[src/logic/refill_pkg.sv]
// ####################################################################
// refill package: line geometry, data and address types, and the
// state encoding of the return buffer
// ####################################################################
`default_nettype none

package refill_pkg;

    localparam int offset_width   = 2;
    localparam int words_per_line = 1 << offset_width;
    localparam int line_idx_width = 3;
    localparam int line_count     = 1 << line_idx_width;
    localparam int word_width     = 32;
    localparam int mem_words      = line_count * words_per_line;

    typedef logic [word_width-1:0]                  word_t;
    typedef logic [words_per_line*word_width-1:0]   line_t;     // word 0 in lowest bits
    typedef logic [line_idx_width-1:0]              line_idx_t;
    typedef logic [offset_width-1:0]                word_idx_t;
    typedef logic [line_idx_width+offset_width-1:0] mem_addr_t; // {line, word}

    // one beat of the burst return
    typedef struct packed {
        word_t data;
        logic  valid;
        logic  last;
    } beat_t;

    typedef enum logic [1:0] {
        rbuf_idle    = 2'd0,
        rbuf_receive = 2'd1,
        rbuf_send    = 2'd2
    } rbuf_state_t;

endpackage

`default_nettype wire

[src/logic/backing_memory.sv]
// ####################################################################
// backing memory: word store loaded from outside, streams one line
// back as a burst of beats after each fetch pulse
// ####################################################################
`default_nettype none

module backing_memory (
    input  logic                  clk,
    input  logic                  rstn,

    input  logic                  mem_we,
    input  refill_pkg::mem_addr_t mem_addr,
    input  refill_pkg::word_t     mem_wdata,
    input  logic                  mem_stall,

    input  logic                  fetch_start,
    input  refill_pkg::line_idx_t fetch_line,

    output refill_pkg::beat_t     beat
);
    import refill_pkg::*;

    word_t     mem [mem_words];

    logic      busy;
    line_idx_t cur_line;
    word_idx_t word_cnt;
    logic      last_word;

    word_t     beat_data;
    logic      beat_valid;
    logic      beat_last;

    // load port, plain synchronous write
    always_ff @(posedge clk) begin
        if (mem_we) begin
            mem[mem_addr] <= mem_wdata;
        end
    end

    assign last_word = (word_cnt == word_idx_t'(words_per_line - 1));

    // burst control
    always_ff @(posedge clk) begin
        if (!rstn) begin
            busy       <= 1'b0;
            cur_line   <= '0;
            word_cnt   <= '0;
            beat_valid <= 1'b0;
            beat_last  <= 1'b0;
        end else begin
            beat_valid <= 1'b0;
            beat_last  <= 1'b0;
            if (fetch_start && !busy) begin
                // first beat goes out right away
                cur_line   <= fetch_line;
                word_cnt   <= word_idx_t'(1);
                busy       <= (words_per_line > 1);
                beat_valid <= 1'b1;
                beat_last  <= (words_per_line == 1);
            end else if (busy && !mem_stall) begin
                word_cnt   <= word_cnt + word_idx_t'(1);
                beat_valid <= 1'b1;
                beat_last  <= last_word;
                if (last_word) begin
                    busy <= 1'b0;
                end
            end
        end
    end

    // beat payload
    always_ff @(posedge clk) begin
        if (fetch_start && !busy) begin
            beat_data <= mem[{fetch_line, word_idx_t'(0)}];
        end else if (busy && !mem_stall) begin
            beat_data <= mem[{cur_line, word_cnt}];
        end
    end

    assign beat = '{data: beat_data, valid: beat_valid, last: beat_last};

    // the line store must wait for the whole burst
    a_no_fetch_in_burst: assert property (
        @(posedge clk) disable iff (!rstn)
        fetch_start |-> !busy
    ) else $error("fetch_start during a burst");

endmodule

`default_nettype wire

[src/logic/return_buffer.sv]
// ####################################################################
// return buffer: shifts burst beats into a full line and holds it
// until the line store is ready to take it
// ####################################################################
`default_nettype none

module return_buffer (
    input  logic              clk,
    input  logic              rstn,

    input  refill_pkg::beat_t beat,

    input  logic              fill_req,
    input  logic              line_rdy,
    output logic              data_ok,
    output refill_pkg::line_t fill_line
);
    import refill_pkg::*;

    rbuf_state_t state;
    rbuf_state_t next_state;
    line_t       line_q;
    line_t       line_shift;
    logic        transfer;

    assign transfer   = data_ok && fill_req && line_rdy;
    assign line_shift = {beat.data, line_q[$bits(line_t)-1:word_width]};  // new word at top

    always_ff @(posedge clk) begin
        if (!rstn) begin
            state <= rbuf_idle;
        end else begin
            state <= next_state;
        end
    end

    always_comb begin
        next_state = state;
        unique case (state)
            rbuf_idle: begin
                if (beat.valid && beat.last) begin
                    next_state = rbuf_send;
                end else if (beat.valid) begin
                    next_state = rbuf_receive;
                end
            end
            rbuf_receive: begin
                if (beat.valid && beat.last) begin
                    next_state = rbuf_send;
                end
            end
            rbuf_send: begin
                if (transfer) begin
                    next_state = rbuf_idle;
                end
            end
            default: next_state = rbuf_idle;
        endcase
    end

    // line register
    always_ff @(posedge clk) begin
        if (!rstn) begin
            line_q <= '0;
        end else begin
            unique case (state)
                rbuf_idle: begin
                    if (beat.valid) begin
                        line_q <= line_shift;
                    end else begin
                        line_q <= '0;
                    end
                end
                rbuf_receive: begin
                    if (beat.valid) begin
                        line_q <= line_shift;
                    end
                end
                rbuf_send: begin
                    if (transfer) begin
                        line_q <= '0;  // taken
                    end
                end
                default: line_q <= '0;
            endcase
        end
    end

    assign data_ok   = (state == rbuf_send);
    assign fill_line = line_q;

    // memory must not stream while a line waits here
    a_no_beat_in_send: assert property (
        @(posedge clk) disable iff (!rstn)
        state == rbuf_send |-> !beat.valid
    ) else $error("beat arrived while holding a line");

    // no discard path, so a held line needs its request
    a_req_held: assert property (
        @(posedge clk) disable iff (!rstn)
        data_ok |-> fill_req
    ) else $error("line held with no refill pending");

endmodule

`default_nettype wire

[src/logic/line_store.sv]
// ####################################################################
// line store: line data array with a refill request side and a
// single-word lookup port sharing one array port
// ####################################################################
`default_nettype none

module line_store (
    input  logic                  clk,
    input  logic                  rstn,

    input  logic                  refill_start,
    input  refill_pkg::line_idx_t refill_line,

    output logic                  fetch_start,
    output refill_pkg::line_idx_t fetch_line,

    output logic                  fill_req,
    output logic                  line_rdy,
    input  logic                  data_ok,
    input  refill_pkg::line_t     fill_line,
    output logic                  refill_done,

    input  logic                  lookup_en,
    input  refill_pkg::line_idx_t lookup_line,
    input  refill_pkg::word_idx_t lookup_word,
    output refill_pkg::word_t     lookup_data
);
    import refill_pkg::*;

    line_t     line_array [line_count];
    line_idx_t pend_line;
    logic      line_write;

    // lookup owns the port when it asks
    assign line_rdy   = !lookup_en;
    assign line_write = data_ok && fill_req && line_rdy;
    assign fetch_line = pend_line;

    // refill request tracking
    always_ff @(posedge clk) begin
        if (!rstn) begin
            fill_req    <= 1'b0;
            pend_line   <= '0;
            fetch_start <= 1'b0;
            refill_done <= 1'b0;
        end else begin
            fetch_start <= 1'b0;
            refill_done <= 1'b0;
            if (line_write) begin
                fill_req    <= 1'b0;
                refill_done <= 1'b1;
            end else if (refill_start && !fill_req) begin
                fill_req    <= 1'b1;
                pend_line   <= refill_line;
                fetch_start <= 1'b1;
            end
        end
    end

    // line array, written a whole line at a time
    always_ff @(posedge clk) begin
        if (!rstn) begin
            for (int i = 0; i < line_count; i++) begin
                line_array[i] <= '0;
            end
        end else if (line_write) begin
            line_array[pend_line] <= fill_line;
        end
    end

    // registered word read
    always_ff @(posedge clk) begin
        if (lookup_en) begin
            lookup_data <= line_array[lookup_line][lookup_word*word_width +: word_width];
        end
    end

    // buffer lets go of the line on the write edge
    a_line_released: assert property (
        @(posedge clk) disable iff (!rstn)
        refill_done |-> !data_ok
    ) else $error("data_ok still high after the line was written");

endmodule

`default_nettype wire

[src/logic/refill_top.sv]
// ####################################################################
// refill subsystem top: backing memory, return buffer, line store
// ####################################################################
`default_nettype none

module refill_top (
    input  logic                  clk,
    input  logic                  rstn,

    // memory load port
    input  logic                  mem_we,
    input  refill_pkg::mem_addr_t mem_addr,
    input  refill_pkg::word_t     mem_wdata,
    input  logic                  mem_stall,

    // refill command
    input  logic                  refill_start,
    input  refill_pkg::line_idx_t refill_line,
    output logic                  refill_done,

    // lookup port
    input  logic                  lookup_en,
    input  refill_pkg::line_idx_t lookup_line,
    input  refill_pkg::word_idx_t lookup_word,
    output refill_pkg::word_t     lookup_data
);
    import refill_pkg::*;

    logic      fetch_start;
    line_idx_t fetch_line;
    beat_t     beat;
    logic      fill_req;
    logic      line_rdy;
    logic      data_ok;
    line_t     fill_line;

    backing_memory u_backing_memory (
        .clk         (clk),
        .rstn        (rstn),
        .mem_we      (mem_we),
        .mem_addr    (mem_addr),
        .mem_wdata   (mem_wdata),
        .mem_stall   (mem_stall),
        .fetch_start (fetch_start),
        .fetch_line  (fetch_line),
        .beat        (beat)
    );

    return_buffer u_return_buffer (
        .clk       (clk),
        .rstn      (rstn),
        .beat      (beat),
        .fill_req  (fill_req),
        .line_rdy  (line_rdy),
        .data_ok   (data_ok),
        .fill_line (fill_line)
    );

    line_store u_line_store (
        .clk          (clk),
        .rstn         (rstn),
        .refill_start (refill_start),
        .refill_line  (refill_line),
        .fetch_start  (fetch_start),
        .fetch_line   (fetch_line),
        .fill_req     (fill_req),
        .line_rdy     (line_rdy),
        .data_ok      (data_ok),
        .fill_line    (fill_line),
        .refill_done  (refill_done),
        .lookup_en    (lookup_en),
        .lookup_line  (lookup_line),
        .lookup_word  (lookup_word),
        .lookup_data  (lookup_data)
    );

endmodule

`default_nettype wire

[config.mk]
export PLATFORM = sky130hd
export DESIGN_NAME = refill_top
export DESIGN_NICKNAME = d
export VERILOG_FILES = /design/src/logic/refill_pkg.sv /design/src/logic/backing_memory.sv /design/src/logic/return_buffer.sv /design/src/logic/line_store.sv /design/src/logic/refill_top.sv
export SDC_FILE = /design/constraint.sdc
export NUM_CORES = 2
export LEC_CHECK = 0
export ABC_AREA = 0
export ABC_CLOCK_PERIOD_IN_PS = 11050
export BUFFER_PORTS_ARGS = -buffer_cell sky130_fd_sc_hd__buf_2
export CAP_MARGIN = 20
export CORE_UTILIZATION = 30
export DETAILED_ROUTE_END_ITERATION = 8
export SLEW_MARGIN = 20
export SYNTH_ARGS = -nofsm -noshare
export SYNTH_HDL_FRONTEND = slang
export SYNTH_SLANG_ARGS = --single-unit
[constraint.sdc]
create_clock -name clk -period 11.05 [get_ports clk]
set_input_delay 1.105 -clock clk [delete_from_list [all_inputs] [get_ports clk]]
set_output_delay 1.105 -clock clk [all_outputs]
set_load 0.01 [all_outputs]
### Word-level counts from Yosys, hierarchy flattened

Memories as Yosys holds them, arrays and structs flattened. A register that Yosys moved wholly into a read port is not among the register bits.
Cells that the tools add are included.
Widths: inputs -> output; s select.

| storage, ports and cells | value |
|---|---|
| register bits | 208 |
| bits in latches | 0 |
| bits in writable memories | 2,048 |
| ROM bits | 0 |
| bits of input ports | 51 |
| output and inout bits | 33 |
| word-level logic and storage cells | 79 |
| memories kept | 2 |

| operators by class | value |
|---|---|
| add/sub/neg operators | 1 |
| $mul | 0 |
| divide/modulo/power cells | 0 |
| order comparisons | 0 |
| equal/unequal tests | 7 |
| shift-type cells | 1 |
| mux-type cells | 30 |
| bitwise gates (word level) | 3 |
| reduce and logical (&&, ||, !) cells | 21 |

Memories:

| name | words | width | rd ports | clocked after memory_dff | write ports | line | RTL |
|---|---|---|---|---|---|---|---|
| u_backing_memory.mem | 32 | 32 | 2 | 1 | 1 | backing_memory.sv:23 | `word_t mem [mem_words];` |
| u_line_store.line_array | 8 | 128 | 1 | 0 | 8 | line_store.sv:30 | `line_t line_array [line_count];` |

Operators by type and width:

| kind | count |
|---|---|
| $mux 128 | 4 |
| $pmux 128 s3 | 1 |
| $reduce_or 128->1 | 1 |
| $shiftx 128x8->32 | 1 |
| $mux 32 | 2 |
| $mux 1 | 15 |
| $mux 5 | 2 |
| $mux 2 | 4 |
| $logic_and 1x1->1 | 6 |
| $pmux 2 s3 | 1 |
| $reduce_and 2->1 | 3 |
| $eq 2x2->1 const B | 2 |
| $logic_not 1->1 | 4 |
| $ne 2x2->1 const B | 2 |
| $reduce_bool 2->1 | 2 |
| $reduce_or 2->1 | 2 |
| $mux 3 | 1 |
| $ne 3x2->1 const B | 1 |
| $not 1->1 | 3 |
| $reduce_and 3->1 | 1 |
| $reduce_or 3->1 | 1 |
| $add 2x1->2 const B | 1 |
| $eq 2x1->1 const B | 1 |
| $logic_not 2->1 | 1 |
| $ne 2x1->1 const B | 1 |

### Logic depth before layout (Yosys ltp)

| depth | value |
|---|---|
| depth in word-level cells | 8 |
| gate-level depth with buffers | 8 |
| gate-level depth less buffers | 5 |

### Hierarchy

A second synthesis with hierarchy kept.

| unflattened totals | value |
|---|---|
| cell total of the unflattened synthesis | 6,049 |
| area total of the unflattened synthesis | 97,554.8 µm² |

Modules (own cells, without submodules):

| module | instances | cells an instance | area each (µm²) | sequential area each (µm²) |
|---|---|---|---|---|
| line_store | 1 | 3,391 | 48,034.8 | 31,830.5 |
| backing_memory | 1 | 2,050 | 44,063.5 | 31,870.6 |
| return_buffer | 1 | 608 | 5,456.5 | 2,602.5 |

### Worst setup path after synthesis

OpenSTA, ideal clock, no wires.

| timing | value |
|---|---|
| path kind | input-to-reg |
| from | input rstn |
| to | memory u_line_store.line_array[6][0] (netlist bit) (enable) |
| library setup time | 792 ps |
| arrival | 10,661 ps |
| data required time | 10,258 ps |
| path slack | -402 ps |
| cell stages on the path | 4 |
| buffers on the path | 1 |
| path through | clkbuf_1 > and4_1 > nand2b_1 > o21ai_0 |

RTL lines:

| element | line | RTL |
|---|---|---|
| from (decl) | refill_top.sv:8 | `input logic rstn,` |
| to (decl) | line_store.sv:30 |  |

### Final worst setup path

| timing | value |
|---|---|
| from | register u_backing_memory.word_cnt[0] |
| to | register u_backing_memory.beat_data[13] (data pin) |

| on the way | value |
|---|---|
| word-level cells in the longest chain between the ends | 3 |

Ends and longest elaborated chain:

| element | line | RTL |
|---|---|---|
| from (decl) | backing_memory.sv:27 | `word_idx_t word_cnt;` |
| from (signal assigned) | backing_memory.sv:57 | `word_cnt <= word_idx_t'(1);` |
| from (signal assigned) | backing_memory.sv:62 | `word_cnt <= word_cnt + word_idx_t'(1);` |
| $mem_v2 32x32 | -- |  |
| $mux 32 | backing_memory.sv:76 | `end else if (busy && !mem_stall) begin` |
| $mux 32 | backing_memory.sv:74 | `if (fetch_start && !busy) begin` |
| to (signal assigned) | backing_memory.sv:75 | `beat_data <= mem[{fetch_line, word_idx_t'(0)}];` |
| to (signal assigned) | backing_memory.sv:77 | `beat_data <= mem[{cur_line, word_cnt}];` |
| to (decl) | backing_memory.sv:30 | `word_t beat_data;` |

Every way passes these cells. The select of a mux whose other input is x is not followed.
A chain may end at the register's enable or synchronous reset.

==> impl_table.tex <==
\begin{tabular}{lr}
\hline
Metric & Value \\
\hline
\multicolumn{2}{l}{\textbf{Placed design}} \\
Post-Place Cells & 9370 \\
Placer Congestion & approximately 0.74 \\
Port Buffer Count & 83 \\
DP Wirelength & 121000 µm \\
Worst Setup Slack post-DPL & around 6000 ps \\
\multicolumn{2}{l}{\textbf{Clock network}} \\
Number of CTS-inserted buffers & $\sim$220 \\
CTS Root Cell & clkbuf\_16 \\
Setup repair bufs after CTS & 0 \\
Cts hold-fix bufs & 0 \\
H-Tree Level Count & 4 \\
TritonCTS clock tree & done \\
Clk slew on worst S/H paths & 60 ps \\
Deepest clock path buffer count & 4 \\
Number of clock sinks & 2259 \\
Number of gates resized after cts & 0 \\
Skew-Pair Late Insertion Delay & 870 ps \\
\multicolumn{2}{l}{\textbf{Timing}} \\
Number of pins exceeding their max-slew limit in the final report & 0 \\
Setup repair after global routing missed its margin & false \\
Final setup violation count & 0 \\
Final worst slack & 6572 ps \\
Worst clock skew & roughly 56 ps \\
Post-layout minimum cycle time & approximately 4500 ps \\
Final Hold Vio Count & 0 \\
Worst hold margin & 482.8 ps \\
Final clock period utilization by the worst path & 0.4052 \\
Maximum operating frequency & 223.3 MHz \\
Headroom to the max-slew limit & 0.2309 \\
Transition at the pin with the smallest max-transition slack & 1154 ps \\
\multicolumn{2}{l}{\textbf{Global routing}} \\
Pin count of the biggest net entering global routing & 129 \\
Initial antenna violation count & 27 \\
Wire length of the first global-routing pass & 353100 µm \\
Grt total ovfl & 0 \\
Global-route usage over all layers & 0.1508 \\
Number of global-route vias before repair & 51190 \\
\multicolumn{2}{l}{\textbf{Routing}} \\
Total via count after detailed routing & slightly below 50000 \\
Final routed DRC violation total & 0 \\
DR WL/cell & 24.84 µm \\
Average vias per placed instance & 5.067 \\
Number of nets with antenna violations after routing & 0 \\
Initial DRC count & approximately 5000 \\
Final wirelength & 242800 µm \\
Number of detailed-routing iterations run before antenna repair & 5 \\
\multicolumn{2}{l}{\textbf{Worst hold path}} \\
Source of the worst hold timing path & u\_line\_store.fill\_req \\
Worst hold path cell count & 1 \\
Endpoint of the worst hold path & u\_line\_store.fill\_req \\
Hold/Removal Path Class & reg2reg \\
\multicolumn{2}{l}{\textbf{Setup path}} \\
Critical path class & reg2reg \\
Capture instance of the worst register-to-register path & u\_backing\_memory.beat\_data[13] \\
Required time of the worst setup path & 11460 ps \\
CP Data Arrival Time & approximately 5000 ps \\
Reg2reg path depth & 7 \\
Maximum fanout along the worst path & 49 \\
Flop-to-flop setup slack & 6570 ps \\
Crit path launch type & flip-flop \\
Category of the worst setup path capture point & flip-flop \\
Worst reg2reg startpoint & u\_backing\_memory.word\_cnt[0] \\
\multicolumn{2}{l}{\textbf{Logic synthesis}} \\
Count of unique library cells instantiated by Yosys & 33 \\
Syn Inst Count & 5421 \\
Number of storage elements in the synthesis netlist & about 2300 \\
Register area share after synthesis & 0.7052 \\
Mean instance size in the synthesized netlist & around 17 µm² \\
Net count after synthesis & 5473 \\
Number of warnings printed during yosys synthesis & 0 \\
Mapped cell area & 94110 µm² \\
\multicolumn{2}{l}{\textbf{Pwr}} \\
Power density of the placed cells & 168.1 nW/µm² \\
Maximum VDD drop & 0.1128 mV \\
Leak & roughly 34 nW \\
\multicolumn{2}{l}{\textbf{Finish}} \\
Non-filler cells in the finished layout & around 9800 \\
Layout Area Growth over Synthesis & 13.15\% \\
Total Nets Final & 5503 \\
Share of cells above drive strength 1 & 0.1745 \\
Util after Layout & 0.3414 \\
\multicolumn{2}{l}{\textbf{Die}} \\
Total core area & 311900 µm² \\
Chip Width & 562.1 µm \\
Number of top-level design ports & 84 \\
Die ar. & 315900 µm² \\
Cell row count & 205 \\
Die height & 562.1 µm \\
Initial standard-cell utilization of the core & 0.3017 \\
\multicolumn{2}{l}{\textbf{Outcome}} \\
Outcome & complete, no violations \\
\multicolumn{2}{l}{\textbf{Job}} \\
Max-cap viol count & 0 \\
\hline
\end{tabular}
==> power by group <==
group	total, mW	internal (mW)	switching [mW]
Sequential	9.65	9.55	0.0978
Clock	7.29	4.11	3.18
Combinational	0.961	0.366	0.595
Total	17.9	14.0	3.87
==> state kept, by name, summed over array words and instances, names as in the netlist, 2 cells and up, named ones only <==
name	cells
u_backing_memory.mem	1024
u_return_buffer.state	2
u_backing_memory.word_cnt	2
u_backing_memory.beat_data	32
u_line_store.lookup_data	32
u_return_buffer.fill_line	128
u_line_store.line_array	1024
u_backing_memory.cur_line	3
u_line_store.fetch_line	3
==> cells in the mapped netlist <==
library cell	count	area, µm²
nand2b_1	7	43.79
buf_1	33	123.9
nor3_1	3	15.01
mux2_2	32	360.4
nand3_1	66	330.3
and3_1	35	219.0
a22oi_1	384	2883
buf_2	60	300.3
edfxtp_1	2112	63420
clkbuf_1	280	1051
ha_1	1	12.51
buf_6	3	33.78
o21ai_0	10	50.05
nor2_1	45	168.9
nor2b_1	139	869.6
inv_1	2	7.510
a21oi_1	2	10.01
mux2i_1	547	5475
a21boi_0	4	30.03
or3b_2	3	26.28
dfxtp_1	147	2943
mux4_2	384	8648
and4_1	1	8.760
a31oi_1	33	206.5
and2_1	1028	6431
nand2_1	15	56.30
buf_4	4	30.03
o211a_1	1	10.01
nor3b_1	1	7.510
nand3b_1	5	37.54
o2111ai_1	32	280.3
or3_1	1	6.260
nor4bb_1	1	10.01
==> per-layer routing <==
layer,global-route usage,wire length [µm],vias to the layer above
li1,-,-,21250
met2,0.2456,114700,1763
met3,0.02851,18230,343
met5,0,76,-
met4,0.03163,4588,14
met1,0.2092,105200,26160
==> worst max-delay path: stages (launching register included) <==
cell and delay, ps:
dfxtp_4 830, buf_4 790, and2_4 820, buf_4 500, a22oi_1 140, and3_1 240, a31oi_1 150, o2111ai_1 390
==> cells in the final DEF (no fill, tap or decap), types with 10 or more instances in the layout <==
cell type and n:
nor2b_1 134, mux2_2 32, a31oi_1 33, buf_2 77
and3_1 34, clkbuf_8 28, buf_4 99, nand2_1 14
o2111ai_1 32, a22oi_1 384, clkinv_1 35, dfxtp_1 142
clkinv_2 36, bufinv_16 10, edfxtp_1 2112, nor2_4 41
nand3_1 66, clkbuf_1 58, mux2i_1 547, clkbuf_16 223
and2_1 1026, mux4_2 384
==> worst max path at each step <==
stage,startpoint,end,slack (ps),depth (start not counted)
6_report,u_backing_memory.word_cnt[0],u_backing_memory.beat_data[13],6570,7
5_1_grt,u_backing_memory.word_cnt[0],u_backing_memory.beat_data[13],6410,7
4_1_cts,u_backing_memory.word_cnt[0],u_backing_memory.beat_data[13],6630,7
3_5_place_dp,rstn,u_line_store.line_array[5][107],5850,7
3_3_place_gp,rstn,u_line_store.line_array[5][13],5990,7
2_1_floorplan,rstn,u_line_store.line_array[6][0],-400,4
==> logic make-up (layout without fill, tap and decap cells) <==
family                   after synthesis  count (layout)  share of synthesized area
buffers and inverters                382             589                    0.01643
other                                  0               8                          0
AO/OA/AOI/OAI                        466             466                    0.03687
AND/OR/NAND/NOR                     1350            1350                    0.08746
multiplexers                         963             963                     0.1539
flip-flops                          2259            2259                     0.7052
adder cells (fa/ha/maj)                1               1                  0.0001329
==> layout make-up <==
| cell class | instances | area [µm²] |
|---|---|---|
| multi-input cells | 2780 | 26670 |
| inverters | 2 | 7.507 |
| fillers | 29520 | 205400 |
| flip-flops and latches | 2259 | 66380 |
| diodes | 8 | 20.02 |
| repair buffers | 190 | 1371 |
| clock inverters | 88 | 670.6 |
| clock buffers | 309 | 6183 |
| well taps | 4140 | 5180 |
==> per-stage QoR <==
step,cell area [µm²],setup TNS [ps],power (mW)
2_1_floorplan,94110,-305980,10.43
6_report,106500,0,17.90
3_3_place_gp,99570,0,10.78
4_1_cts,106400,0,18.04
5_1_grt,106500,0,18.43
3_5_place_dp,99570,0,10.80
(Power assumes the default switching activity.)
